[src/common/dcache_pkg.sv]
package dcache_pkg;

	// Address and data widths seen by the CPU and by memory.
	localparam int ADDR_W = 32;
	localparam int WORD_W = 32;

	// An address splits into tag, set index and byte offset within the line.
	localparam int OFFSET_BITS = 5;
	localparam int SET_BITS = 3;
	localparam int TAG_BITS = ADDR_W - SET_BITS - OFFSET_BITS;
	localparam int NUM_SETS = 1 << SET_BITS;

	// A line holds eight words, which is also the length of every memory burst.
	localparam int LINE_WORDS = 8;
	localparam int LINE_W = LINE_WORDS * WORD_W;
	localparam int BEAT_BITS = $clog2(LINE_WORDS);

	// Controller states, in the order a dirty miss walks through them.
	typedef enum logic [2:0] {
		IDLE,
		WB_REQ,
		WB_SEND,
		FILL_REQ,
		FILL_RECV,
		FILL_WRITE,
		DONE
	} ctrl_state_t;

	function automatic logic [TAG_BITS-1:0] addr_tag(input logic [ADDR_W-1:0] addr);
		return addr[ADDR_W-1 -: TAG_BITS];
	endfunction

	function automatic logic [SET_BITS-1:0] addr_set(input logic [ADDR_W-1:0] addr);
		return addr[OFFSET_BITS +: SET_BITS];
	endfunction

	// Word within the line; the two lowest address bits select a byte and are ignored.
	function automatic logic [BEAT_BITS-1:0] addr_word(input logic [ADDR_W-1:0] addr);
		return addr[2 +: BEAT_BITS];
	endfunction

endpackage

[src/common/cache_lookup_if.sv]
`timescale 1ns/1ps

interface cache_lookup_if #(
	parameter int NUM_WAYS = 4
);
	import dcache_pkg::*;

	// Driven by the controller.
	logic [SET_BITS-1:0] index;
	logic [TAG_BITS-1:0] tag;
	logic lookup_en;
	logic line_we;
	logic mark_dirty;
	logic [LINE_W-1:0] wdata_line;

	// Driven by the tag store.
	logic hit;
	logic [NUM_WAYS-1:0] target_way;
	logic victim_dirty;
	logic [TAG_BITS-1:0] victim_tag;

	// Driven by the line store.
	logic [LINE_W-1:0] rdata_line;

	// The controller never looks at the way itself, only at the line and the victim info.
	modport ctrl (
		output index, tag, lookup_en, line_we, mark_dirty, wdata_line,
		input hit, victim_dirty, victim_tag, rdata_line
	);

	modport tags (
		input index, tag, lookup_en, line_we, mark_dirty,
		output hit, target_way, victim_dirty, victim_tag
	);

	modport lines (
		input index, target_way, line_we, wdata_line,
		output rdata_line
	);

endinterface

[src/dcache/tag_store.sv]
`timescale 1ns/1ps

module tag_store #(
	parameter int NUM_WAYS = 4
) (
	input logic clk,
	input logic rst,
	cache_lookup_if.tags lookup
);
	import dcache_pkg::*;

	localparam int AGE_W = $clog2(NUM_WAYS);
	localparam logic [AGE_W-1:0] AGE_OLDEST = AGE_W'(NUM_WAYS - 1);

	logic [TAG_BITS-1:0] tags [NUM_SETS][NUM_WAYS];
	logic [NUM_WAYS-1:0] valid [NUM_SETS];
	logic [NUM_WAYS-1:0] dirty [NUM_SETS];
	// Age 0 is the most recently used way, AGE_OLDEST the next to go.
	logic [AGE_W-1:0] age [NUM_SETS][NUM_WAYS];

	logic [NUM_WAYS-1:0] hit_vec;
	logic [NUM_WAYS-1:0] victim_oh;
	logic [NUM_WAYS-1:0] live_way;
	logic [NUM_WAYS-1:0] cap_way;
	logic [NUM_WAYS-1:0] sel_way;
	logic [AGE_W-1:0] target_age;

	// A way hits when it is valid and its stored tag equals the request tag.
	always_comb begin
		for (int w = 0; w < NUM_WAYS; w++) begin
			hit_vec[w] = valid[lookup.index][w] && (tags[lookup.index][w] == lookup.tag);
		end
	end

	// The victim is the lowest-numbered way that holds the oldest age.
	always_comb begin : victim_pick
		logic found;
		found = 1'b0;
		victim_oh = '0;
		for (int w = 0; w < NUM_WAYS; w++) begin
			if (!found && age[lookup.index][w] == AGE_OLDEST) begin
				victim_oh[w] = 1'b1;
				found = 1'b1;
			end
		end
	end

	assign live_way = (|hit_vec) ? hit_vec : victim_oh;

	// The live choice only counts while the controller is accepting a request.
	// Every later cycle of that request works on the way captured then.
	assign sel_way = lookup.lookup_en ? live_way : cap_way;

	always_comb begin
		target_age = '0;
		lookup.victim_tag = '0;
		lookup.victim_dirty = 1'b0;
		for (int w = 0; w < NUM_WAYS; w++) begin
			if (live_way[w]) begin
				target_age = target_age | age[lookup.index][w];
			end
			if (sel_way[w]) begin
				lookup.victim_tag = lookup.victim_tag | tags[lookup.index][w];
				lookup.victim_dirty = lookup.victim_dirty |
					(valid[lookup.index][w] & dirty[lookup.index][w]);
			end
		end
	end

	assign lookup.hit = |hit_vec;
	assign lookup.target_way = sel_way;

	always_ff @(posedge clk) begin
		if (rst) begin
			cap_way <= '0;
			for (int s = 0; s < NUM_SETS; s++) begin
				valid[s] <= '0;
				dirty[s] <= '0;
				for (int w = 0; w < NUM_WAYS; w++) begin
					age[s][w] <= AGE_OLDEST;
				end
			end
		end else begin
			if (lookup.lookup_en) begin
				cap_way <= live_way;
				// The touched way becomes youngest and everything younger than it moves up one.
				for (int w = 0; w < NUM_WAYS; w++) begin
					if (live_way[w]) begin
						age[lookup.index][w] <= '0;
					end else if (age[lookup.index][w] < target_age) begin
						age[lookup.index][w] <= age[lookup.index][w] + 1'b1;
					end
				end
			end
			if (lookup.line_we) begin
				for (int w = 0; w < NUM_WAYS; w++) begin
					if (sel_way[w]) begin
						valid[lookup.index][w] <= 1'b1;
						dirty[lookup.index][w] <= lookup.mark_dirty;
					end
				end
			end
		end
	end

	// Tags are written together with the line data.
	always_ff @(posedge clk) begin
		if (lookup.line_we) begin
			for (int w = 0; w < NUM_WAYS; w++) begin
				if (sel_way[w]) begin
					tags[lookup.index][w] <= lookup.tag;
				end
			end
		end
	end

endmodule

[src/flat_wrapper.sv]
// flat-port wrapper written by rule: the top's interface ports become plain ports
module tag_store_flat import dcache_pkg::*;
#(
	parameter int NUM_WAYS = 4
)
  (clk, rst, lookup_index, lookup_tag, lookup_lookup_en, lookup_line_we, lookup_mark_dirty, lookup_hit, lookup_target_way, lookup_victim_dirty, lookup_victim_tag);
  cache_lookup_if #(.NUM_WAYS(NUM_WAYS)) lookup_i ();
  input logic clk;
  input logic rst;
  input wire logic [$bits(lookup_i.index)-1:0] lookup_index;
  input wire logic [$bits(lookup_i.tag)-1:0] lookup_tag;
  input wire logic [$bits(lookup_i.lookup_en)-1:0] lookup_lookup_en;
  input wire logic [$bits(lookup_i.line_we)-1:0] lookup_line_we;
  input wire logic [$bits(lookup_i.mark_dirty)-1:0] lookup_mark_dirty;
  output wire logic [$bits(lookup_i.hit)-1:0] lookup_hit;
  output wire logic [$bits(lookup_i.target_way)-1:0] lookup_target_way;
  output wire logic [$bits(lookup_i.victim_dirty)-1:0] lookup_victim_dirty;
  output wire logic [$bits(lookup_i.victim_tag)-1:0] lookup_victim_tag;
  assign lookup_i.index = lookup_index;
  assign lookup_i.tag = lookup_tag;
  assign lookup_i.lookup_en = lookup_lookup_en;
  assign lookup_i.line_we = lookup_line_we;
  assign lookup_i.mark_dirty = lookup_mark_dirty;
  assign lookup_hit = lookup_i.hit;
  assign lookup_target_way = lookup_i.target_way;
  assign lookup_victim_dirty = lookup_i.victim_dirty;
  assign lookup_victim_tag = lookup_i.victim_tag;
  tag_store #(.NUM_WAYS(NUM_WAYS)) u_core (.clk(clk), .rst(rst), .lookup(lookup_i));
endmodule
[config.mk]
export PLATFORM = sky130hd
export DESIGN_NAME = tag_store_flat
export DESIGN_NICKNAME = d
export VERILOG_FILES = /design/src/common/dcache_pkg.sv /design/src/common/cache_lookup_if.sv /design/src/dcache/tag_store.sv /design/src/flat_wrapper.sv
export SDC_FILE = /design/constraint.sdc
export NUM_CORES = 1
export LEC_CHECK = 0
export BUFFER_PORTS_ARGS = -buffer_cell sky130_fd_sc_hd__buf_2
export CORE_ASPECT_RATIO = 0.8
export CORE_MARGIN = 1.5
export CORE_UTILIZATION = 61
export CTS_BUF_LIST = sky130_fd_sc_hd__clkbuf_2 sky130_fd_sc_hd__clkbuf_4 sky130_fd_sc_hd__clkbuf_8
export DETAILED_ROUTE_END_ITERATION = 16
export GPL_TIMING_DRIVEN = 0
export PLACE_DENSITY = 0.8
export SYNTH_ARGS = -nofsm -noshare
export SYNTH_HDL_FRONTEND = slang
export SYNTH_SLANG_ARGS = --single-unit
[constraint.sdc]
create_clock -name clk -period 16.6 [get_ports clk]
set_clock_uncertainty 0.15 [all_clocks]
set_input_delay 1.66 -clock clk [delete_from_list [all_inputs] [get_ports clk]]
set_output_delay 1.66 -clock clk [all_outputs]
set_load 0.005 [all_outputs]
* Word-level counts from Yosys, hierarchy flattened
Memories as Yosys holds them, arrays and structs flattened. Index checks and enable logic that the tools add are counted.
Cells by class: add/subtract/negate cells 4, magnitude comparators 4, equality and inequality tests 8, mux-type cells 91, bitwise logic cells 17, reduce and logical (&&, ||, !) cells 14
Operator list (count):
- $eq A24 B24 Y1 | 4
- $mux W24 | 4
- $or A24 B24 Y24 | 3
- $mux W1 | 68
- $mux W4 | 7
- $mux W2 | 8
- $reduce_or A4 Y1 | 3
- $mux W3 | 3
- $add A2 B1 Y2 const B | 4
- $eq A2 B2 Y1 const B | 4
- $lt A2 B2 Y1 | 4
- $mux W8 | 1
- $reduce_or A8 Y1 | 1
- $logic_and A1 B1 Y1 | 7
- $or A1 B1 Y1 | 7
- $or A2 B2 Y2 | 3
- $and A1 B1 Y1 | 4
- $logic_not A1 Y1 | 3
Word-level totals: flip-flop bits (word level) 4, RAM bits 896, input bits 32, logic and storage cells 143, memories kept 4
Memory list:
- u_core.tags | words 8, width 96, read ports 1, clocked after memory_dff 0, write ports 1, line tag_store.sv:15 | logic [TAG_BITS-1:0] tags [NUM_SETS][NUM_WAYS];
- u_core.age | words 8, width 8, read ports 1, clocked after memory_dff 0, write ports 8, line tag_store.sv:19 | logic [AGE_W-1:0] age [NUM_SETS][NUM_WAYS];
- u_core.dirty | words 8, width 4, read ports 1, clocked after memory_dff 0, write ports 8, line tag_store.sv:17 | logic [NUM_WAYS-1:0] dirty [NUM_SETS];
- u_core.valid | words 8, width 4, read ports 1, clocked after memory_dff 0, write ports 8, line tag_store.sv:16 | logic [NUM_WAYS-1:0] valid [NUM_SETS];

* Depth between registers and ports, before layout
An unclocked memory read counts as a cell.
depth in word-level cells 29, mapped depth 24, gate-level depth less buffers 16

* Worst setup path before layout
OpenSTA, ideal clock, no wires.
kind in2out, start point in lookup_index[0], end point out lookup_victim_tag[8], arrival 5.221 ns, data required time 14.790 ns, path slack 9.569 ns, stages 20, path buffers 8, path through buf_6 > buf_6 > buf_8 > buf_6 > buf_6 > buf_6 > buf_2 > mux2i_1 > nor2_1 > a311oi_1 > a21oi_1 > a221o_1 > ha_1 > nor4b_1 > nand2_1 > o21ai_2 > mux2i_1 > clkbuf_1 > or2_2 > o211ai_1
Between the ends: word-level cells in the longest chain between the ends 15
Ends and longest elaborated chain:
- start: declaration | line flat_wrapper.sv:10 | input wire logic [$bits(lookup_i.index)-1:0] lookup_index;
- parallel branches: the longest is 14 deep, another holds $mem_v2 Z8 W96
- $mux W24 (*) | line tag_store.sv:62 | if (sel_way[w]) begin
- end: declaration | line flat_wrapper.sv:18 | output wire logic [$bits(lookup_i.victim_tag)-1:0] lookup_victim_tag;
Every way passes the cells marked *.

* Worst setup path in the final report
start point in lookup_index[1], end point out lookup_victim_tag[16]
Same word-level chain as after synthesis.

==> implementation parameters <==
Parameter                              Value

Outcome
  Outcome    finished, final reports clean

Logic synthesis
  Flop and latch count out of synthesis    900
  Synthesized cell area    between 30,000 and 40,000 µm²
  Primary FF master, synth    sky130_fd_sc_hd__edfxtp_1
  Number of synthesis warnings    0
  Synth area leader    sky130_fd_sc_hd__edfxtp_1
  Cell types occupying the most area after synthesis    sky130_fd_sc_hd__edfxtp_1 67%, sky130_fd_sc_hd__mux4_2 4.7%, sky130_fd_sc_hd__mux2_2 3.9%
  Net count after synthesis    ~2,400
  Synth unique cells    93
  Mapped Cells    about 2,400
  Async set-or-reset flop fraction in the synthesized netlist    0
  Sequential element share of the synthesized area    0.691
  Syn avg cell area    16.2 µm²
  Number of enable-type register cells in the synthesized netlist    around 860
  Area share of the leading cell type in the synthesized netlist    0.673

Floorplanning
  Row count    82
  IO Pins    62
  Die area    64,800 µm²
  Area of the core region    approximately 63,000 µm²
  Die Height    between 200 and 250 µm
  Die span in x    284 µm
  Initial cell density of the core    0.616

Global routing
  Most used routing layer in global routing    met1
  First-pass GRT wire length    between 150,000 and 200,000 µm
  Pin count of the biggest net entering global routing    between 40 and 50
  Remaining global-route overflow    0
  Vias in the first global route    ~24,000
  Global routing usage on met3    0.156
  Number of antenna violations at the first check in global routing    6
  M2 GR Usage    0.564
  Overall Global Routing Usage    0.408
  Grt met1 use    0.580

Placement
  Count of port buffers added during placement    57
  Total half-perimeter wirelength after legalization and detailed placement    just under 90,000 µm
  Placer's final routability congestion estimate    1.02
  Number of cells after detailed placement    between 3,000 and 4,000

Routing
  Iteration-0 DRC count of the detailed router    4,886
  Routed via count    roughly 25,000
  Post-DRT Antenna Nets    0
  DRC violation count after routing    0
  Post-DR vias/cell    between 7 and 8
  Final routed wire length divided by cell count    between 30 and 40 µm
  Final wirelength    approximately 130,000 µm
  First drt pass iteration count    7

Clock network
  CTS tree    done
  Count of buffers added by post-CTS timing repair for setup    0
  CTS Buffer Depth    3
  Number of buffers added to fix hold violations after cts    0
  Cts bufs inserted    approximately 140
  Count of clock tree sinks    900
  Resized cells post-CTS    0
  Clock root cell    sky130_fd_sc_hd__clkbuf_8
  Insertion delay of the later-clocked pin in the worst-skew pair    between 0.8 and 0.9 ns
  Reg clk slew, reported paths    0.06 ns
  H-tree level count    4

Layout
  Layout Area Growth over Synthesis    13.1%
  Fraction of layout cells with a size suffix above 1    0.268
  Post-layout instance count excluding filler cells    between 3,000 and 4,000
  Number of nets in the layout    about 2,600
  Final core utilization    0.697
  Antenna cell count    0
  Most frequent cells in the layout    864 x sky130_fd_sc_hd__edfxtp_1, 143 x sky130_fd_sc_hd__clkbuf_8, 133 x sky130_fd_sc_hd__mux2_2, 125 x sky130_fd_sc_hd__mux2i_1, 122 x sky130_fd_sc_hd__nand2_1
  Most common library cell in the layout ignoring fill and taps    sky130_fd_sc_hd__edfxtp_1

Setup path
  CP required    around 15 ns
  Endpoint kind of the worst setup timing path    primary output
  Path type of the worst setup path    input port to primary output
  CP arrival    between 8 and 9 ns
  Element type at the critical path start    input port
  Crit Path Max Fanout    10

Power and ir drop
  Sw Ratio    0.258
  Internal Dissipation    3.67 mW
  Combinational fraction of design power    0.111
  Sw Pwr    between 1 and 1.5 mW
  Static Leak    around 14 nW
  Share of power burned in registers    0.509
  Ratio of total power to cell area    about 110 nW/µm²
  Peak ir drop on the vdd network    approximately 0.10 mV
  Part of the power in the clock network    0.380

Job
  Number of violations of the max-capacitance limit    0

STA
  Final critical-path share of the clock period    0.643
  Setup Viol. Count Final    0
  Post-Route Hold Slack    between 0.3 and 0.4 ns
  Time the final worst path needs with I/O delays and setup    between 10 and 15 ns
  Worst-case headroom to the max-slew limit    0.0521
  Timing-limited maximum frequency    0.0937 GHz
  RSZ-0062 raised after global routing    false
  Final hold violation count    0
  Final TNS setup    0 ns
  Count of final max-slew check failures    0
  Slew of the pin with the lowest slew margin    1.42 ns

Worst hold path
  Class of the worst hold path    flop to flop
through the flow:
step	power, mW	setup WS, ns	cell area [µm²]
floorplan	2.85	9.57	38600
global placement	3.07	6.28	39900
detailed placement	3.09	6.58	40900
CTS	4.92	6.52	43600
global route	5.05	6.03	43600
finish	4.95	5.92	43600
cells in the mapped netlist (9+ instances only):
| cell | number |
|---|---|
| sky130_fd_sc_hd__xor2_1 | 33 |
| sky130_fd_sc_hd__nand3_1 | 30 |
| sky130_fd_sc_hd__edfxtp_1 | 864 |
| sky130_fd_sc_hd__nor4b_1 | 9 |
| sky130_fd_sc_hd__inv_1 | 13 |
| sky130_fd_sc_hd__buf_2 | 35 |
| sky130_fd_sc_hd__nor2_1 | 118 |
| sky130_fd_sc_hd__a31oi_1 | 34 |
| sky130_fd_sc_hd__nor4_1 | 9 |
| sky130_fd_sc_hd__a22oi_1 | 63 |
| sky130_fd_sc_hd__nand2b_1 | 24 |
| sky130_fd_sc_hd__or3_1 | 17 |
| sky130_fd_sc_hd__xnor2_1 | 25 |
| sky130_fd_sc_hd__or2_2 | 40 |
| sky130_fd_sc_hd__o211ai_1 | 22 |
| sky130_fd_sc_hd__buf_6 | 22 |
| sky130_fd_sc_hd__a221oi_1 | 16 |
| sky130_fd_sc_hd__mux4_2 | 81 |
| sky130_fd_sc_hd__nor3_1 | 44 |
| sky130_fd_sc_hd__a21o_1 | 20 |
| sky130_fd_sc_hd__mux2_2 | 133 |
| sky130_fd_sc_hd__nor2b_1 | 22 |
| sky130_fd_sc_hd__nand3b_1 | 10 |
| sky130_fd_sc_hd__o21ai_0 | 42 |
| sky130_fd_sc_hd__clkbuf_1 | 47 |
| sky130_fd_sc_hd__a21oi_1 | 15 |
| sky130_fd_sc_hd__buf_4 | 15 |
| sky130_fd_sc_hd__a221o_1 | 11 |
| sky130_fd_sc_hd__buf_1 | 11 |
| sky130_fd_sc_hd__nand2_1 | 122 |
| sky130_fd_sc_hd__o22ai_1 | 65 |
| sky130_fd_sc_hd__dfxtp_1 | 36 |
| sky130_fd_sc_hd__mux2i_1 | 125 |
| sky130_fd_sc_hd__nand4_1 | 18 |
registers in the layout, summed over array words and instances (netlist names):
signal,flops
u_core.age,64
u_core.dirty,32
u_core.tags,768
u_core.valid,32
u_core.cap_way,4
worst max-delay path: stages:
cell,delay [ns]
sky130_fd_sc_hd__buf_2,0.30
sky130_fd_sc_hd__buf_2,0.37
sky130_fd_sc_hd__clkbuf_1,0.54
sky130_fd_sc_hd__and3_1,0.30
sky130_fd_sc_hd__clkbuf_1,0.76
sky130_fd_sc_hd__a22oi_1,0.17
sky130_fd_sc_hd__o21ai_0,0.24
sky130_fd_sc_hd__xor2_1,0.13
sky130_fd_sc_hd__nor3_1,0.99
sky130_fd_sc_hd__nand4_2,0.47
sky130_fd_sc_hd__nand2_2,0.24
sky130_fd_sc_hd__o21ai_2,0.14
sky130_fd_sc_hd__mux2i_1,0.83
sky130_fd_sc_hd__clkbuf_1,0.71
sky130_fd_sc_hd__a2bb2oi_1,0.46
sky130_fd_sc_hd__o211ai_1,0.30
sky130_fd_sc_hd__buf_2,0.22
layer usage:
layer | vias to the layer above | wire length [µm]
li1 | 9939 | -
met1 | 12655 | 48500
met2 | 2377 | 55100
met3 | 398 | 22000
met4 | 6 | 6350
met5 | - | 34
cells by family (layout without fill, tap and decap cells):
family | Yosys count | in the layout | share of synthesized area
adders and majority gates | 8 | 8 | 0.00260
AOI/OAI and AO/OA | 380 | 380 | 0.0747
muxes | 347 | 347 | 0.121
xor gates and xnor gates | 58 | 58 | 0.0132
and+or+nand+nor | 525 | 525 | 0.0727
DFF | 900 | 900 | 0.691
buffers and inverters | 158 | 482 | 0.0242
layout make-up:
cell class | count | area (µm²)
sequential | 900 | 26700
fill | 4000 | 19000
multi-input combinational | 1318 | 11200
clock buffer | 180 | 2250
tap | 840 | 1050
timing repair buffer | 89 | 1020
buffer | 141 | 868
clock inverter | 55 | 472
inverter | 17 | 63.8
power groups by stage:
stage | logic, mW | clock network (mW) | registers (mW)
2_1_floorplan | 0.281 | 0 | 2.57
3_3_place_gp | 0.499 | 0 | 2.57
3_5_place_dp | 0.519 | 0 | 2.57
4_1_cts | 0.521 | 1.87 | 2.52
5_1_grt | 0.557 | 1.97 | 2.52
6_report | 0.549 | 1.88 | 2.52
worst paths after layout:
check / start / end / slack, ns / cells after the start
worst max-delay path: lookup_index[1] / lookup_victim_tag[16] / 5.92 / 17
worst max register to register: u_core.tags[0][23]$_DFFE_PP_ / u_core.age[0][6]$_SDFFCE_PN1P_ / 10.14 / 16
worst min-delay path: u_core.valid[2][2]$_DFF_P_ / u_core.valid[2][2]$_DFF_P_ / 0.31 / 2
worst min register to register: u_core.valid[2][2]$_DFF_P_ / u_core.valid[2][2]$_DFF_P_ / 0.31 / 2
Note: power is estimated with default switching activity, not from simulation.
