**config.mk**
```make
export PLATFORM = sky130hd
export DESIGN_NAME = dcache_ctrl_flat
export DESIGN_NICKNAME = d
export VERILOG_FILES = /design/src/common/dcache_pkg.sv /design/src/common/cache_lookup_if.sv /design/src/dcache/dcache_ctrl.sv /design/src/flat_wrapper.sv
export SDC_FILE = /design/constraint.sdc
export NUM_CORES = 1
export LEC_CHECK = 0
export BUFFER_PORTS_ARGS = -buffer_cell sky130_fd_sc_hd__buf_2
export CORE_AREA = 2 2 318 320
export DETAILED_ROUTE_END_ITERATION = 8
export DIE_AREA = 0 0 320 322
export PLACE_DENSITY = 0.49
export SLEW_MARGIN = 10
export SYNTH_ARGS = -nofsm -noshare
export SYNTH_HDL_FRONTEND = slang
export SYNTH_SLANG_ARGS = --single-unit
```
**constraint.sdc**
```tcl
create_clock -name clk -period 9.5 [get_ports clk]
set_input_delay 0.95 -clock clk [delete_from_list [all_inputs] [get_ports clk]]
set_output_delay 0.95 -clock clk [all_outputs]
set_load 0.01 [all_outputs]
```
**src/common/dcache_pkg.sv**
```systemverilog
package dcache_pkg;

	// Address and data widths seen by the CPU and by memory.
	localparam int ADDR_W = 32;
	localparam int WORD_W = 32;

	// An address splits into tag, set index and byte offset within the line.
	localparam int OFFSET_BITS = 5;
	localparam int SET_BITS = 3;
	localparam int TAG_BITS = ADDR_W - SET_BITS - OFFSET_BITS;
	localparam int NUM_SETS = 1 << SET_BITS;

	// A line holds eight words, which is also the length of every memory burst.
	localparam int LINE_WORDS = 8;
	localparam int LINE_W = LINE_WORDS * WORD_W;
	localparam int BEAT_BITS = $clog2(LINE_WORDS);

	// Controller states, in the order a dirty miss walks through them.
	typedef enum logic [2:0] {
		IDLE,
		WB_REQ,
		WB_SEND,
		FILL_REQ,
		FILL_RECV,
		FILL_WRITE,
		DONE
	} ctrl_state_t;

	function automatic logic [TAG_BITS-1:0] addr_tag(input logic [ADDR_W-1:0] addr);
		return addr[ADDR_W-1 -: TAG_BITS];
	endfunction

	function automatic logic [SET_BITS-1:0] addr_set(input logic [ADDR_W-1:0] addr);
		return addr[OFFSET_BITS +: SET_BITS];
	endfunction

	// Word within the line; the two lowest address bits select a byte and are ignored.
	function automatic logic [BEAT_BITS-1:0] addr_word(input logic [ADDR_W-1:0] addr);
		return addr[2 +: BEAT_BITS];
	endfunction

endpackage

```
**src/common/cache_lookup_if.sv**
```systemverilog
`timescale 1ns/1ps

interface cache_lookup_if #(
	parameter int NUM_WAYS = 4
);
	import dcache_pkg::*;

	// Driven by the controller.
	logic [SET_BITS-1:0] index;
	logic [TAG_BITS-1:0] tag;
	logic lookup_en;
	logic line_we;
	logic mark_dirty;
	logic [LINE_W-1:0] wdata_line;

	// Driven by the tag store.
	logic hit;
	logic [NUM_WAYS-1:0] target_way;
	logic victim_dirty;
	logic [TAG_BITS-1:0] victim_tag;

	// Driven by the line store.
	logic [LINE_W-1:0] rdata_line;

	// The controller never looks at the way itself, only at the line and the victim info.
	modport ctrl (
		output index, tag, lookup_en, line_we, mark_dirty, wdata_line,
		input hit, victim_dirty, victim_tag, rdata_line
	);

	modport tags (
		input index, tag, lookup_en, line_we, mark_dirty,
		output hit, target_way, victim_dirty, victim_tag
	);

	modport lines (
		input index, target_way, line_we, wdata_line,
		output rdata_line
	);

endinterface

```
**src/dcache/dcache_ctrl.sv**
```systemverilog
`timescale 1ns/1ps

module dcache_ctrl (
	input  logic clk,
	input  logic rst,
	cache_lookup_if.ctrl lookup,
	input  logic cpu_req_valid,
	input  logic cpu_req_write,
	input  logic [dcache_pkg::ADDR_W-1:0] cpu_req_addr,
	input  logic [dcache_pkg::WORD_W-1:0] cpu_req_wdata,
	input  logic [dcache_pkg::WORD_W/8-1:0] cpu_req_wstrb,
	output logic cpu_req_ready,
	output logic cpu_rsp_valid,
	output logic [dcache_pkg::WORD_W-1:0] cpu_rsp_data,
	input  logic cpu_rsp_ready,
	output logic mem_rd_req_valid,
	output logic [dcache_pkg::ADDR_W-1:0] mem_rd_req_addr,
	input  logic mem_rd_req_ready,
	input  logic mem_rd_rsp_valid,
	input  logic [dcache_pkg::WORD_W-1:0] mem_rd_rsp_data,
	input  logic mem_rd_rsp_last,
	output logic mem_rd_rsp_ready,
	output logic mem_wr_req_valid,
	output logic [dcache_pkg::ADDR_W-1:0] mem_wr_req_addr,
	input  logic mem_wr_req_ready,
	output logic mem_wr_data_valid,
	output logic [dcache_pkg::WORD_W-1:0] mem_wr_data,
	output logic mem_wr_data_last,
	input  logic mem_wr_data_ready
);
	import dcache_pkg::*;

	ctrl_state_t state;
	ctrl_state_t next_state;

	logic [ADDR_W-1:0] req_addr;
	logic req_write;
	logic [WORD_W-1:0] req_wdata;
	logic [WORD_W/8-1:0] req_wstrb;
	logic [LINE_W-1:0] buffer;
	logic [BEAT_BITS-1:0] beat_cnt;
	logic [WORD_W-1:0] rsp_data;

	logic idle;
	logic accept;
	logic [ADDR_W-1:0] cur_addr;
	logic [WORD_W-1:0] cur_wdata;
	logic [WORD_W/8-1:0] cur_wstrb;
	logic [BEAT_BITS-1:0] word_sel;
	logic [LINE_W-1:0] base_line;
	logic [LINE_W-1:0] merged_line;
	logic [WORD_W-1:0] merged_word;

	assign idle = (state == IDLE);
	assign accept = idle && cpu_req_valid;

	// In IDLE the request comes straight from the CPU pins; afterwards from the captured copy.
	// Strobes are forced to zero for reads, so the merge then passes the stored word.
	assign cur_addr = idle ? cpu_req_addr : req_addr;
	assign cur_wdata = idle ? cpu_req_wdata : req_wdata;
	assign cur_wstrb = idle ? (cpu_req_wstrb & {(WORD_W/8){cpu_req_write}}) : req_wstrb;
	assign word_sel = addr_word(cur_addr);

	// A hit merges into the stored line, a refill into the freshly received buffer.
	assign base_line = idle ? lookup.rdata_line : buffer;

	always_comb begin
		merged_word = base_line[word_sel*WORD_W +: WORD_W];
		for (int b = 0; b < WORD_W/8; b++) begin
			if (cur_wstrb[b]) begin
				merged_word[8*b +: 8] = cur_wdata[8*b +: 8];
			end
		end
		merged_line = base_line;
		merged_line[word_sel*WORD_W +: WORD_W] = merged_word;
	end

	assign lookup.index = addr_set(cur_addr);
	assign lookup.tag = addr_tag(cur_addr);
	assign lookup.lookup_en = accept;
	assign lookup.line_we = (accept && lookup.hit && cpu_req_write) || (state == FILL_WRITE);
	// A refill after a read miss leaves the line clean.
	assign lookup.mark_dirty = idle ? cpu_req_write : req_write;
	assign lookup.wdata_line = merged_line;

	always_comb begin
		next_state = state;
		case (state)
			IDLE: begin
				if (cpu_req_valid) begin
					if (lookup.hit) begin
						next_state = DONE;
					end else if (lookup.victim_dirty) begin
						next_state = WB_REQ;
					end else begin
						next_state = FILL_REQ;
					end
				end
			end
			WB_REQ: begin
				if (mem_wr_req_ready) begin
					next_state = WB_SEND;
				end
			end
			WB_SEND: begin
				if (mem_wr_data_ready && mem_wr_data_last) begin
					next_state = FILL_REQ;
				end
			end
			FILL_REQ: begin
				if (mem_rd_req_ready) begin
					next_state = FILL_RECV;
				end
			end
			FILL_RECV: begin
				if (mem_rd_rsp_valid && mem_rd_rsp_last) begin
					next_state = FILL_WRITE;
				end
			end
			FILL_WRITE: next_state = DONE;
			default: begin
				// Writes never wait for the CPU; reads hold DONE until the response is taken.
				if (req_write || cpu_rsp_ready) begin
					next_state = IDLE;
				end
			end
		endcase
	end

	always_ff @(posedge clk) begin
		if (rst) begin
			state <= IDLE;
			beat_cnt <= '0;
		end else begin
			state <= next_state;
			if (accept) begin
				beat_cnt <= '0;
			end else if (state == WB_SEND && mem_wr_data_ready) begin
				beat_cnt <= beat_cnt + 1'b1;
			end
		end
	end

	// Request capture, line buffer and response word.
	always_ff @(posedge clk) begin
		if (accept) begin
			req_addr <= cpu_req_addr;
			req_write <= cpu_req_write;
			req_wdata <= cpu_req_wdata;
			req_wstrb <= cpu_req_wstrb & {(WORD_W/8){cpu_req_write}};
		end
		if (accept && !lookup.hit && lookup.victim_dirty) begin
			buffer <= lookup.rdata_line;
		end else if (state == FILL_RECV && mem_rd_rsp_valid) begin
			// Beats arrive lowest word first and shift in from the top.
			buffer <= {mem_rd_rsp_data, buffer[LINE_W-1:WORD_W]};
		end
		if ((accept && lookup.hit) || state == FILL_WRITE) begin
			rsp_data <= merged_word;
		end
	end

	assign cpu_req_ready = idle;
	assign cpu_rsp_valid = (state == DONE) && !req_write;
	assign cpu_rsp_data = rsp_data;

	assign mem_rd_req_valid = (state == FILL_REQ);
	assign mem_rd_req_addr = {cur_addr[ADDR_W-1:OFFSET_BITS], {OFFSET_BITS{1'b0}}};
	assign mem_rd_rsp_ready = (state == FILL_RECV);

	// The victim line lives at its own tag under the same set index.
	assign mem_wr_req_valid = (state == WB_REQ);
	assign mem_wr_req_addr = {lookup.victim_tag, lookup.index, {OFFSET_BITS{1'b0}}};
	assign mem_wr_data_valid = (state == WB_SEND);
	assign mem_wr_data = buffer[beat_cnt*WORD_W +: WORD_W];
	assign mem_wr_data_last = (state == WB_SEND) && (beat_cnt == BEAT_BITS'(LINE_WORDS - 1));

endmodule

```
**src/flat_wrapper.sv**
```systemverilog
// flat-port wrapper written by rule: the top's interface ports become plain ports
module dcache_ctrl_flat import dcache_pkg::*;
  (clk, rst, cpu_req_valid, cpu_req_write, cpu_req_addr, cpu_req_wdata, cpu_req_wstrb, cpu_req_ready, cpu_rsp_valid, cpu_rsp_data, cpu_rsp_ready, mem_rd_req_valid, mem_rd_req_addr, mem_rd_req_ready, mem_rd_rsp_valid, mem_rd_rsp_data, mem_rd_rsp_last, mem_rd_rsp_ready, mem_wr_req_valid, mem_wr_req_addr, mem_wr_req_ready, mem_wr_data_valid, mem_wr_data, mem_wr_data_last, mem_wr_data_ready, lookup_index, lookup_tag, lookup_lookup_en, lookup_line_we, lookup_mark_dirty, lookup_wdata_line, lookup_hit, lookup_victim_dirty, lookup_victim_tag, lookup_rdata_line);
  cache_lookup_if lookup_i ();
  input  logic clk;
  input  logic rst;
  input  logic cpu_req_valid;
  input  logic cpu_req_write;
  input  logic [dcache_pkg::ADDR_W-1:0] cpu_req_addr;
  input  logic [dcache_pkg::WORD_W-1:0] cpu_req_wdata;
  input  logic [dcache_pkg::WORD_W/8-1:0] cpu_req_wstrb;
  output logic cpu_req_ready;
  output logic cpu_rsp_valid;
  output logic [dcache_pkg::WORD_W-1:0] cpu_rsp_data;
  input  logic cpu_rsp_ready;
  output logic mem_rd_req_valid;
  output logic [dcache_pkg::ADDR_W-1:0] mem_rd_req_addr;
  input  logic mem_rd_req_ready;
  input  logic mem_rd_rsp_valid;
  input  logic [dcache_pkg::WORD_W-1:0] mem_rd_rsp_data;
  input  logic mem_rd_rsp_last;
  output logic mem_rd_rsp_ready;
  output logic mem_wr_req_valid;
  output logic [dcache_pkg::ADDR_W-1:0] mem_wr_req_addr;
  input  logic mem_wr_req_ready;
  output logic mem_wr_data_valid;
  output logic [dcache_pkg::WORD_W-1:0] mem_wr_data;
  output logic mem_wr_data_last;
  input  logic mem_wr_data_ready;
  output wire logic [$bits(lookup_i.index)-1:0] lookup_index;
  output wire logic [$bits(lookup_i.tag)-1:0] lookup_tag;
  output wire logic [$bits(lookup_i.lookup_en)-1:0] lookup_lookup_en;
  output wire logic [$bits(lookup_i.line_we)-1:0] lookup_line_we;
  output wire logic [$bits(lookup_i.mark_dirty)-1:0] lookup_mark_dirty;
  output wire logic [$bits(lookup_i.wdata_line)-1:0] lookup_wdata_line;
  input wire logic [$bits(lookup_i.hit)-1:0] lookup_hit;
  input wire logic [$bits(lookup_i.victim_dirty)-1:0] lookup_victim_dirty;
  input wire logic [$bits(lookup_i.victim_tag)-1:0] lookup_victim_tag;
  input wire logic [$bits(lookup_i.rdata_line)-1:0] lookup_rdata_line;
  assign lookup_index = lookup_i.index;
  assign lookup_tag = lookup_i.tag;
  assign lookup_lookup_en = lookup_i.lookup_en;
  assign lookup_line_we = lookup_i.line_we;
  assign lookup_mark_dirty = lookup_i.mark_dirty;
  assign lookup_wdata_line = lookup_i.wdata_line;
  assign lookup_i.hit = lookup_hit;
  assign lookup_i.victim_dirty = lookup_victim_dirty;
  assign lookup_i.victim_tag = lookup_victim_tag;
  assign lookup_i.rdata_line = lookup_rdata_line;
  dcache_ctrl u_core (.clk(clk), .rst(rst), .lookup(lookup_i), .cpu_req_valid(cpu_req_valid), .cpu_req_write(cpu_req_write), .cpu_req_addr(cpu_req_addr), .cpu_req_wdata(cpu_req_wdata), .cpu_req_wstrb(cpu_req_wstrb), .cpu_req_ready(cpu_req_ready), .cpu_rsp_valid(cpu_rsp_valid), .cpu_rsp_data(cpu_rsp_data), .cpu_rsp_ready(cpu_rsp_ready), .mem_rd_req_valid(mem_rd_req_valid), .mem_rd_req_addr(mem_rd_req_addr), .mem_rd_req_ready(mem_rd_req_ready), .mem_rd_rsp_valid(mem_rd_rsp_valid), .mem_rd_rsp_data(mem_rd_rsp_data), .mem_rd_rsp_last(mem_rd_rsp_last), .mem_rd_rsp_ready(mem_rd_rsp_ready), .mem_wr_req_valid(mem_wr_req_valid), .mem_wr_req_addr(mem_wr_req_addr), .mem_wr_req_ready(mem_wr_req_ready), .mem_wr_data_valid(mem_wr_data_valid), .mem_wr_data(mem_wr_data), .mem_wr_data_last(mem_wr_data_last), .mem_wr_data_ready(mem_wr_data_ready));
endmodule
```
# After elaboration in Yosys (flattened, before gate mapping)
# Cells that the tools add are included.
[classes]
n_addsub = 2
eq_ne = 12
n_shift = 4
muxes = 21
n_bitwise = 1
n_reduce_logical = 21
[ops]
columns = ["op", "n"]
rows = [
  ["$mux W256", 3],
  ["$shiftx A256 B9 Y32", 2],
  ["$bwmux W256", 1],
  ["$shift A32 B34 Y256 const A", 1],
  ["$shiftx A32 B34 Y256", 1],
  ["$mux W32", 2],
  ["$neg A8 Y34", 1],
  ["$mux W8", 4],
  ["$mux W3", 7],
  ["$pmux W3 S6", 1],
  ["$eq A3 B3 Y1 const B", 4],
  ["$logic_and A1 B1 Y1", 11],
  ["$ne A2 B1 Y1 const B", 4],
  ["$reduce_bool A7 Y1", 1],
  ["$eq A3 B2 Y1 const B", 2],
  ["$reduce_and A6 Y1", 1],
  ["$and A4 B4 Y4", 1],
  ["$mux W4", 1],
  ["$add A3 B1 Y3 const B", 1],
  ["$eq A3 B1 Y1 const B", 1],
  ["$logic_not A3 Y1", 1],
  ["$logic_or A1 B1 Y1", 3],
  ["$logic_not A1 Y1", 2],
  ["$mux W2", 1],
  ["4 further kinds", 4],
]
[totals]
regBits = 363
in_bits = 392
out_inout_bits = 421
word_cells = 69

# Depth between registers and ports, before layout
# Gate-level depths: netlist of the first run.
[depth]
word_depth = 6
mapped_depth = 14
depth_no_buf = 8

# Worst setup path before layout of the first run
# No wires, ideal clock.
[synth_timing]
kind = "input port to flip-flop"
from = "input port cpu_req_valid"
to = "register u_core.buffer[0], enable pin"
setup_ns = 0.628
t_arrival_ns = 8.926
slack_ns = -0.054
path_stages = 5
path_buffers = 2
cell_sequence = "and2_1 nand3b_1 buf_2 buf_2 nand2_1"
[synth_via]
elab_chain_len = 4
[synth_rtl]
columns = ["element", "line", "text"]
rows = [
  ["from (decl)", "flat_wrapper.sv:7", "input logic cpu_req_valid;"],
  ["$logic_and A1 B1 Y1", "dcache_ctrl.sv:55", "assign accept = idle && cpu_req_valid;"],
  ["$logic_and A1 B1 Y1 (2 in series)", "dcache_ctrl.sv:152", "if (accept && !lookup.hit && lookup.victim_dirty) begin"],
  ["$reduce_bool A2 Y1 (no line)", "--", ""],
  ["to (signal assigned)", "dcache_ctrl.sv:153", "buffer <= lookup.rdata_line;"],
  ["to (signal assigned)", "dcache_ctrl.sv:156", "buffer <= {mem_rd_rsp_data, buffer[LINE_W-1:WORD_W]};"],
  ["to (decl)", "dcache_ctrl.sv:40", "logic [LINE_W-1:0] buffer;"],
]
# No other way between the ends.
# A chain may end at the register's enable or synchronous reset.

# Final worst setup path of the first run
[layout_timing]
from = "input port cpu_req_addr[3] in the netlist's numbering"
to = "output port lookup_wdata_line[0]"
[layout_via]
elab_chain_len = 5
word_cells_on_any_way = 10
classes_between = "1 x add/sub; 3 x shift; 6 x mux"
[layout_rtl]
columns = ["element", "line", "text"]
rows = [
  ["from (decl)", "flat_wrapper.sv:9", "input logic [dcache_pkg::ADDR_W-1:0] cpu_req_addr;"],
  ["$mux W32 *", "dcache_ctrl.sv:59", "assign cur_addr = idle ? cpu_req_addr : req_addr;"],
  ["$shiftx A256 B9 Y32", "dcache_ctrl.sv:68", "merged_word = base_line[word_sel*WORD_W +: WORD_W];"],
  ["$mux W8", "dcache_ctrl.sv:70", "if (cur_wstrb[b]) begin"],
  ["$shiftx A32 B34 Y256", "dcache_ctrl.sv:75", "merged_line[word_sel*WORD_W +: WORD_W] = merged_word;"],
  ["$bwmux W256 *", "dcache_ctrl.sv:75", ""],
  ["to (decl)", "flat_wrapper.sv:35", "output wire logic [$bits(lookup_i.wdata_line)-1:0] lookup_wdata_line;"],
]
# Mark *: on every way between the ends. The rest lies on a longest branch, timed or not.

==> results of run 1 <==
[cell usage after synthesis, types with 2 or more instances]
| cell type | instances | share of area (%) |
|---|---|---|
| nand4_1 | 3 | 0.067 |
| and2_1 | 10 | 0.22 |
| a2111oi_2 | 2 | 0.11 |
| buf_6 | 8 | 0.32 |
| nand2b_1 | 2 | 0.045 |
| o31ai_1 | 2 | 0.054 |
| mux2i_1 | 366 | 13 |
| o21ai_2 | 3 | 0.094 |
| o21ai_0 | 54 | 0.97 |
| dfxtp_1 | 6 | 0.43 |
| a21oi_1 | 125 | 2.2 |
| mux4_2 | 78 | 6.3 |
| or2_2 | 3 | 0.067 |
| buf_2 | 108 | 1.9 |
| nand2_1 | 263 | 3.5 |
| a41oi_2 | 4 | 0.23 |
| o41ai_4 | 20 | 2.0 |
| a2111oi_0 | 6 | 0.19 |
| inv_1 | 38 | 0.51 |
| nor3_1 | 3 | 0.054 |
| nand3_1 | 34 | 0.61 |
| a21oi_2 | 3 | 0.094 |
| and3_1 | 7 | 0.16 |
| nor2_1 | 45 | 0.61 |
| mux2_2 | 403 | 16 |
| nor2b_1 | 23 | 0.52 |
| buf_1 | 16 | 0.22 |
| and3b_1 | 3 | 0.094 |
| edfxtp_1 | 355 | 38 |
| o22ai_1 | 225 | 5.1 |
| ha_1 | 7 | 0.31 |
| a211oi_1 | 19 | 0.51 |
| o31ai_4 | 5 | 0.38 |
| o22a_1 | 8 | 0.25 |
| clkbuf_1 | 73 | 0.98 |
| a221oi_1 | 5 | 0.16 |
| nand2_2 | 2 | 0.045 |
| a2111o_1 | 4 | 0.16 |
| or3_1 | 2 | 0.045 |
| buf_4 | 75 | 2.0 |
[where the power goes]
group / leakage, nW / internal, mW / switching [mW] / total [mW]
clock network: 0.711 / 1.00 / 0.794 / 1.80
registers: 3.32 / 2.26 / 0.221 / 2.48
logic: 9.72 / 2.87 / 5.31 / 8.17
total: 13.7 / 6.13 / 6.32 / 12.4
[cell type report]
cell class | count | area (um2)
repair buffers | 807 | 4210
diodes | 18 | 45.04
flip-flops and latches | 361 | 10790
inverters | 39 | 153.9
fillers | 10318 | 65740
clock buffers | 63 | 1321
multi-input cells | 1766 | 15530
well taps | 1298 | 1624
clock inverters | 23 | 143.9
[flip-flops by register name, summed over array words and instances, names as in the netlist]
register / count
u_core.cpu_rsp_data: 32
u_core.buffer: 256
u_core.req_addr: 30
u_core.req_wdata: 32
u_core.state: 3
u_core.req_write: 1
u_core.req_wstrb: 4
u_core.beat_cnt: 3
[path summary, 6_finish.rpt]
kind | end | slack [ns] | depth (start not counted)
max | lookup_wdata_line[0] | 2.40 | 13
min | u_core.req_addr[17]$_DFFE_PP_ | 0.51 | 1
max reg2reg | u_core.buffer[112]$_DFFE_PP_ | 4.26 | 8
min reg2reg | u_core.buffer[5]$_DFFE_PP_ | 0.62 | 1
[cell families after synthesis]
logic type	after synthesis
muxes	848
AOI/OAI and AO/OA	491
and+or+nand+nor	409
DFF	361
buffers and inverters	319
adders and majority gates	7
other	1
xor gates and xnor gates	1
[routing by layer]
| layer | global-route usage, % | wire [um] |
|---|---|---|
| met5 | 0 | 85 |
| met4 | 8.899 | 5053 |
| met3 | 4.445 | 9092 |
| met2 | 41.79 | 64630 |
| met1 | 33.46 | 57490 |
[worst reg2reg max path, cell delays in order (launching register included)]
cell and delay, ns:
dfxtp_1 0.32, buf_4 0.37, or3_4 0.58, inv_8 0.35, and2_4 0.68, nand3b_1 0.32
buf_4 0.83, buf_4 1.02, mux2_2 0.52
[through the flow]
stage | instance area (um2) | hold slack [ns] | setup WS [ns] | utilization, %
finish | 33820 | 0.5113 | 2.398 | 33.97
detailed placement | 32310 | 0.6138 | 2.371 | 32.46
CTS | 33780 | 0.4564 | 2.356 | 33.93
floorplan | 27880 | 0.5839 | 2.461 | -
global placement | 32310 | 0.6174 | 2.352 | 32.46
global route | 33800 | 0.4786 | 2.156 | 33.95
[cell usage in the layout (no fill, tap or decap), types with 4 or more instances in the layout]
cell type / count
buf_2: 751
mux2_2: 403
mux2i_1: 366
edfxtp_1: 355
nand2_1: 261
o22ai_1: 225
a21oi_1: 124
mux4_2: 78
o21ai_0: 54
buf_4: 53
clkbuf_16: 51
nor2_1: 43
inv_1: 38
nand3_1: 32
nor2b_1: 23
o41ai_4: 20
a211oi_1: 19
diode_2: 18
clkbuf_1: 12
conb_1: 10
and2_1: 9
clkinv_1: 9
o22a_1: 8
clkinv_2: 8
ha_1: 7
o31ai_4: 6
a2111oi_0: 6
a221oi_1: 5
a2111o_1: 4
a41oi_2: 4
==> reports/metrics.yaml, run 1 <==
status: "finished, final reports clean"
synth_warnings: 0
synth-edff-count: 355
fin_crit_sh_pct: 74.76
drt_iter0_markers: 2313
critPathKind: "in -> out"
finClkSkew_ns: 0.01869
startpoint: "cpu_req_addr[3]"
min_from: "cpu_req_addr[17]"
worstPathCellList: "buf_2 > or4b_1 > nand2_4 > buf_4 > inv_1 > ha_1 > ha_1 > nor4b_2 > buf_4 > buf_4 > nor2_1 > a21oi_1 > buf_2"
h-tree-depth: 2
grt_util_all_layers_pct: 25.39
syn2layout_area_growth_pct: 21.48
grt_pass1_vias: 24430
num_vias: 24460
fin_cells: 4375
cts_setup_buffers: 0
drcViolationCount: 0
synthMuxAreaShare_pct: 35.82
dpl.hpwl_um: 90460
tightest_slew_ns: 1.280
clock.fmax_mhz: 140.8
core_area_mm2: 0.09957
rsz0062_at_grt: "false"
power.total_mw: 12.45
gp_congestion: 0.8548
grt_max_degree: 140
powerDensity_mw_per_mm2: 368.0
dieWidth_um: 320
die_h_um: 322
crit_arrival_ns: 6.15
vdd_drop_max_mv: 0.2059
synth.distinct_cells: 59
cp_max_fo: 40
slew_headroom_pct: 14.66
dieArea_mm2: 0.1030
clk_latency_ns: 0.63
num_rows: 116
layout-drive-gt1-share_pct: 46.49
nNetsFinal: 3423
wl_per_cell_um: 31.17
setup_tns_ns: 0
yosys.area_share.simple_pct: 6.399
clockRootBuffer: "clkbuf_16"
path_common_cell: "buf_4"
ys_seq_area_share_pct: 38.72
final-hold-violation-count: 0
synthFlopType: "edfxtp_1"
ant_nets: 0
dr.pass1.iters: 6
synthCells: 2437
finalSetupViolCount: 0
synth_top_family_by_area: "multiplexers"
cts_buffers: 49
initial_core_util_pct: 27.96
ctsResizeCount: 0
synth-seq-cells: 361
grt_pass1_wl_um: 188300
critPathMaxStageDelay_ns: 0.80
cp-end-kind: "output port"
synthAdderAreaFrac_pct: 0.3146
synth-xor-area-share_pct: 0.03146
ys_async_sr_fraction_pct: 0
worst_setup_path_start_kind: "input port"
path_delay_family: "buffers and inverters"
rr_startpoint: "u_core.state[1]$_SDFFE_PP0P_"
critPathRequiredTime_ns: 8.55
synth_compound_area_share_pct: 12.69
io_pins: 813
dp_cells: 4271
cts_sinks: 361
grt_overflow: 0
path_buf_inv: 6
drv_cap: 0
syn_area_mm2: 0.02784
clock_path_buffers: 3
crit_slowest_cell: "or4b_1"
leakagePower_nw: 13.75
min-delay-path-class: "in -> reg"
layout_min_cycle_time_ns: 7.102
viasPerCell: 5.591
hold_buffers: 0
cts_tree: "done"
clk_pin_slew_worst_paths_ns: 0.06
slew_viol_final: 0
grt_antenna_before_repair: 28
port_buffers: 752
syn_avg_cell_area_um2: 11.43
wirelength_um: 136400
Power figures use the tool's default switching activity.
==> inputs of run 2 (changes only) <==
==> constraint.sdc (replaced) <==
create_clock -name clk -period 5.8 [get_ports clk]
set_input_delay 0.58 -clock clk [delete_from_list [all_inputs] [get_ports clk]]
set_output_delay 0.58 -clock clk [all_outputs]
set_load 0.01 [all_outputs]
==> reports/metrics.yaml, run 2 (synthesis gave the netlist of run 1 again) <==
powerDensity_mw_per_mm2: 603.9
grt_pass1_vias: 24694
dieWidth_um: 320
status: "finished, final reports clean"
final_common_cell: "buf_2"
h-tree-depth: 2
rr_startpoint: "u_core.state[2]$_SDFFE_PP0P_"
rsz0062_at_grt: "false"
final.setup.worst_slack_ns: 0.4566
dr.pass1.iters: 5
critPathRequiredTime_ns: 5.22
dp_cells: 4290
hold_end: "u_core.req_wdata[13]$_DFFE_PP_"
setup_tns_ns: 0
leakagePower_nw: 13.91
clock.fmax_mhz: 187.1
vdd_drop_max_mv: 0.5234
grt_max_degree: 133
dpl.hpwl_um: 93110
largest_reg_flops: 256
drv_cap: 0
power.total_mw: 20.61
crit_arrival_ns: 4.76
drt_iter0_markers: 2143
core_area_mm2: 0.09957
layout_min_cycle_time_ns: 5.343
gp_congestion: 0.8428
grt_util_all_layers_pct: 25.42
clock_path_buffers: 3
port_buffers: 752
regToRegSetupSlack_ns: 1.65
ant_nets: 0
syn2layout_area_growth_pct: 22.60
pre_cts_slack_ns: 0.8591
grt_pass1_wl_um: 188200
fin_cells: 4395
final-hold-violation-count: 0
grt_overflow: 0
nNetsFinal: 3442
clk_pin_slew_worst_paths_ns: 0.06
hold_buffers: 0
fin_crit_sh_pct: 92.13
finClkSkew_ns: 0.02355
min_path_cells: 1
ctsResizeCount: 0
cts_buffers: 49
reg2reg_to: "u_core.buffer[245]$_DFFE_PP_"
slew_headroom_pct: 22.19
tightest_slew_ns: 1.167
io_pins: 813
clk_latency_ns: 0.63
cp_max_fo: 32
critPathKind: "reg -> out"
num_rows: 116
clockRootBuffer: "clkbuf_16"
regMostFlops: "u_core.buffer"
drcViolationCount: 0
slew_viol_final: 0
wl_per_cell_um: 31.20
final_cell_mix: "buf_2, mux2_2, mux2i_1"
cts_tree: "done"
grt_antenna_before_repair: 33
cts_sinks: 361
reg2reg_depth: 7
dieArea_mm2: 0.1030
min_from: "cpu_req_wdata[13]"
min-delay-path-class: "in -> reg"
layout-drive-gt1-share_pct: 46.72
wirelength_um: 137100
cp-end-kind: "output port"
num_vias: 24559
final_util_pct: 34.28
worst_setup_path_start_kind: "flop"
die_h_um: 322
cts_setup_buffers: 0
initial_core_util_pct: 27.96
startpoint: "u_core.state[1]$_SDFFE_PP0P_"
viasPerCell: 5.588
finalSetupViolCount: 0
-- run 2: cell types whose count changed in the layout (fill, tap and decap cells not counted), sizes merged --
| cell | previous run | this run |
|---|---|---|
| clkinv | 18 | 21 |
| bufinv | 1 | 2 |
| buf | 806 | 825 |
| diode | 18 | 17 |
| clkinvlp | 3 | 1 |
-- run 2: final cells by class --
cell class | instances | area (um2)
inverters | 39 | 153.9
clock buffers | 63 | 1321
clock inverters | 25 | 168.9
flip-flops and latches | 361 | 10790
well taps | 1298 | 1624
repair buffers | 826 | 4491
multi-input cells | 1766 | 15540
diodes | 17 | 42.54
fillers | 10250 | 65430
-- run 2: critical path: stages, from the launching register on --
cell and delay (ns):
dfxtp_1 0.51, or4b_1 0.86, nand2_4 0.16, inv_1 0.07, ha_1 0.20, ha_1 0.43, nor2_1 0.35, nand3_4 0.79
o22ai_1 0.51, buf_2 0.21
-- run 2: worst max path at each step --
stage                                            end  cells past startpoint
after floorplan           u_core.buffer[0]$_DFFE_PP_                      8
after global placement        lookup_wdata_line[183]                     10
after detailed placement      lookup_wdata_line[186]                     10
after CTS                     lookup_wdata_line[186]                      9
after global routing          lookup_wdata_line[186]                      9
final                         lookup_wdata_line[186]                      9
-- run 2: power breakdown --
| part | internal [mW] | total, mW | leakage [nW] | switching [mW] |
|---|---|---|---|---|
| Combinational | 4.83 | 13.5 | 9.86 | 8.71 |
| Sequential | 3.69 | 4.09 | 3.32 | 0.391 |
| Clock | 1.68 | 2.98 | 0.728 | 1.30 |
-- run 2: routing by layer --
layer	share of wire, %	vias to the layer above	track usage, %
met5	0.11	-	0
met4	3.8	22	10.10
met1	42	12565	32.91
met2	48	1082	42.72
li1	-	10643	-
met3	5.9	247	3.540
-- run 2: stage by stage --
stage / area, um2 / hold WS, ns
after detailed placement: 32600 / 0.5887
final: 34140 / 0.1433
after floorplan: 27880 / 0.5839
after global placement: 32600 / 0.5663
after CTS: 34090 / 0.08107
after global routing: 34120 / 0.1031
==> inputs of run 3 (changes only) <==
--- a/config.mk
+++ b/config.mk
@@ -7,6 +7,7 @@
 export LEC_CHECK = 0
 export BUFFER_PORTS_ARGS = -buffer_cell sky130_fd_sc_hd__buf_2
 export CORE_AREA = 2 2 318 320
+export CTS_BUF_LIST = sky130_fd_sc_hd__clkbuf_16
 export DETAILED_ROUTE_END_ITERATION = 8
 export DIE_AREA = 0 0 320 322
 export PLACE_DENSITY = 0.49
==> reports/metrics.yaml, run 3 (synthesis gave the netlist of run 1 again) <==
status: "finished, final reports clean"
clock.fmax_mhz: 187.2
power.total_mw: 20.59
h-tree-depth: 2
drcViolationCount: 0
finalSetupViolCount: 0
drt_iter0_markers: 2170
clk_latency_ns: 0.64
wl_per_cell_um: 31.16
drv_cap: 0
wirelength_um: 137000
layout-drive-gt1-share_pct: 46.72
pre_cts_slack_ns: 0.8591
crit_arrival_ns: 4.76
clock_path_buffers: 3
setup_tns_ns: 0
slew_viol_final: 0
worst_setup_path_start_kind: "flop"
reg2reg_depth: 7
dr.pass1.iters: 5
vdd_drop_max_mv: 0.5223
placedInstanceArea_mm2: 0.03260
cp-endpoint: "lookup_wdata_line[186]"
regToRegSetupSlack_ns: 1.67
num_vias: 24577
slew_headroom_pct: 20.28
cts_setup_buffers: 0
io_pins: 813
finClkSkew_ns: 0.02625
grt_antenna_before_repair: 33
final_common_cell: "buf_2"
grt_max_degree: 133
fin_crit_sh_pct: 92.13
whs_ns: 0.1405
rsz0062_at_grt: "false"
leakagePower_nw: 13.96
min-delay-path-class: "in -> reg"
grt_pass1_wl_um: 188200
final.setup.worst_slack_ns: 0.4567
rr_startpoint: "u_core.state[2]$_SDFFE_PP0P_"
startpoint: "u_core.state[1]$_SDFFE_PP0P_"
nNetsFinal: 3442
ant_nets: 0
cp-end-kind: "output port"
grt_util_all_layers_pct: 25.42
largest_reg_flops: 256
port_buffers: 752
cts_tree: "done"
die_h_um: 322
layout_min_cycle_time_ns: 5.343
hold_buffers: 0
initial_core_util_pct: 27.96
core_area_mm2: 0.09957
grt_overflow: 0
regMostFlops: "u_core.buffer"
n_fill_cell: 10248
cts_buffers: 49
powerDensity_mw_per_mm2: 603.1
dieArea_mm2: 0.1030
cts_sinks: 361
final_cell_area_mm2: 0.03414
final-hold-violation-count: 0
critPathKind: "reg -> out"
dieWidth_um: 320
clk_pin_slew_worst_paths_ns: 0.06
syn2layout_area_growth_pct: 22.63
dpl.hpwl_um: 93110
viasPerCell: 5.588
reg2reg_to: "u_core.buffer[77]$_DFFE_PP_"
grt_pass1_vias: 24691
clockRootBuffer: "clkbuf_16"
tightest_slew_ns: 1.196
num_rows: 116
cp_max_fo: 32
critPathRequiredTime_ns: 5.22
gp_congestion: 0.8428
final_cell_mix: "buf_2, mux2_2, mux2i_1"
ctsResizeCount: 0
-- run 3: final cells by class --
type                    count  area, um2  area share (%)
flip-flops and latches    361      10790           31.61
well taps                1298       1624           4.757
clock inverters            37      214.0          0.6266
inverters                  39      153.9          0.4507
multi-input cells        1766      15540           45.52
repair buffers            826       4491           13.15
clock buffers              51       1276           3.738
diodes                     20      50.05          0.1466
-- run 3: how the worst min path moves through the flow --
| stage | endpoint | start | depth (start not counted) | slack [ns] |
|---|---|---|---|---|
| 3_3_place_gp | u_core.beat_cnt[0]$_SDFFE_PP0P_ | u_core.beat_cnt[0]$_SDFFE_PP0P_ | 2 | 0.57 |
| 6_report | u_core.req_wdata[13]$_DFFE_PP_ | cpu_req_wdata[13] | 1 | 0.14 |
| 3_5_place_dp | u_core.beat_cnt[0]$_SDFFE_PP0P_ | u_core.beat_cnt[0]$_SDFFE_PP0P_ | 2 | 0.59 |
| 4_1_cts | u_core.req_wdata[12]$_DFFE_PP_ | cpu_req_wdata[12] | 1 | 0.08 |
| 2_1_floorplan | u_core.beat_cnt[2]$_SDFFE_PP0P_ | u_core.beat_cnt[2]$_SDFFE_PP0P_ | 3 | 0.58 |
| 5_1_grt | u_core.req_wdata[12]$_DFFE_PP_ | cpu_req_wdata[12] | 1 | 0.10 |
-- run 3: where the power goes --
group | internal, mW | switching (mW)
clock | 1.66 | 1.30
combinational | 4.83 | 8.71
sequential | 3.69 | 0.390
-- run 3: metrics by stage --
step,utilization (%),std cells
3_5_place_dp,32.74,4290
3_3_place_gp,32.74,4290
6_report,34.29,4398
5_1_grt,34.26,4387
4_1_cts,34.24,4378
2_1_floorplan,-,2446
-- run 3: layer usage --
metal	vias to the layer above	track usage [%]	part of all wire, %
li1	10652	-	-
met3	259	3.540	5.6
met4	20	10.10	3.9
met2	1055	42.72	48
met1	12591	32.92	42
met5	-	0	0.099
-- run 3: worst max-delay path, stage by stage (launching register included) --
cell and delay, ns:
dfxtp_1 0.50, or4b_1 0.87, nand2_4 0.16, inv_1 0.07
ha_1 0.20, ha_1 0.43, nor2_1 0.35, nand3_4 0.79
o22ai_1 0.51, buf_2 0.21
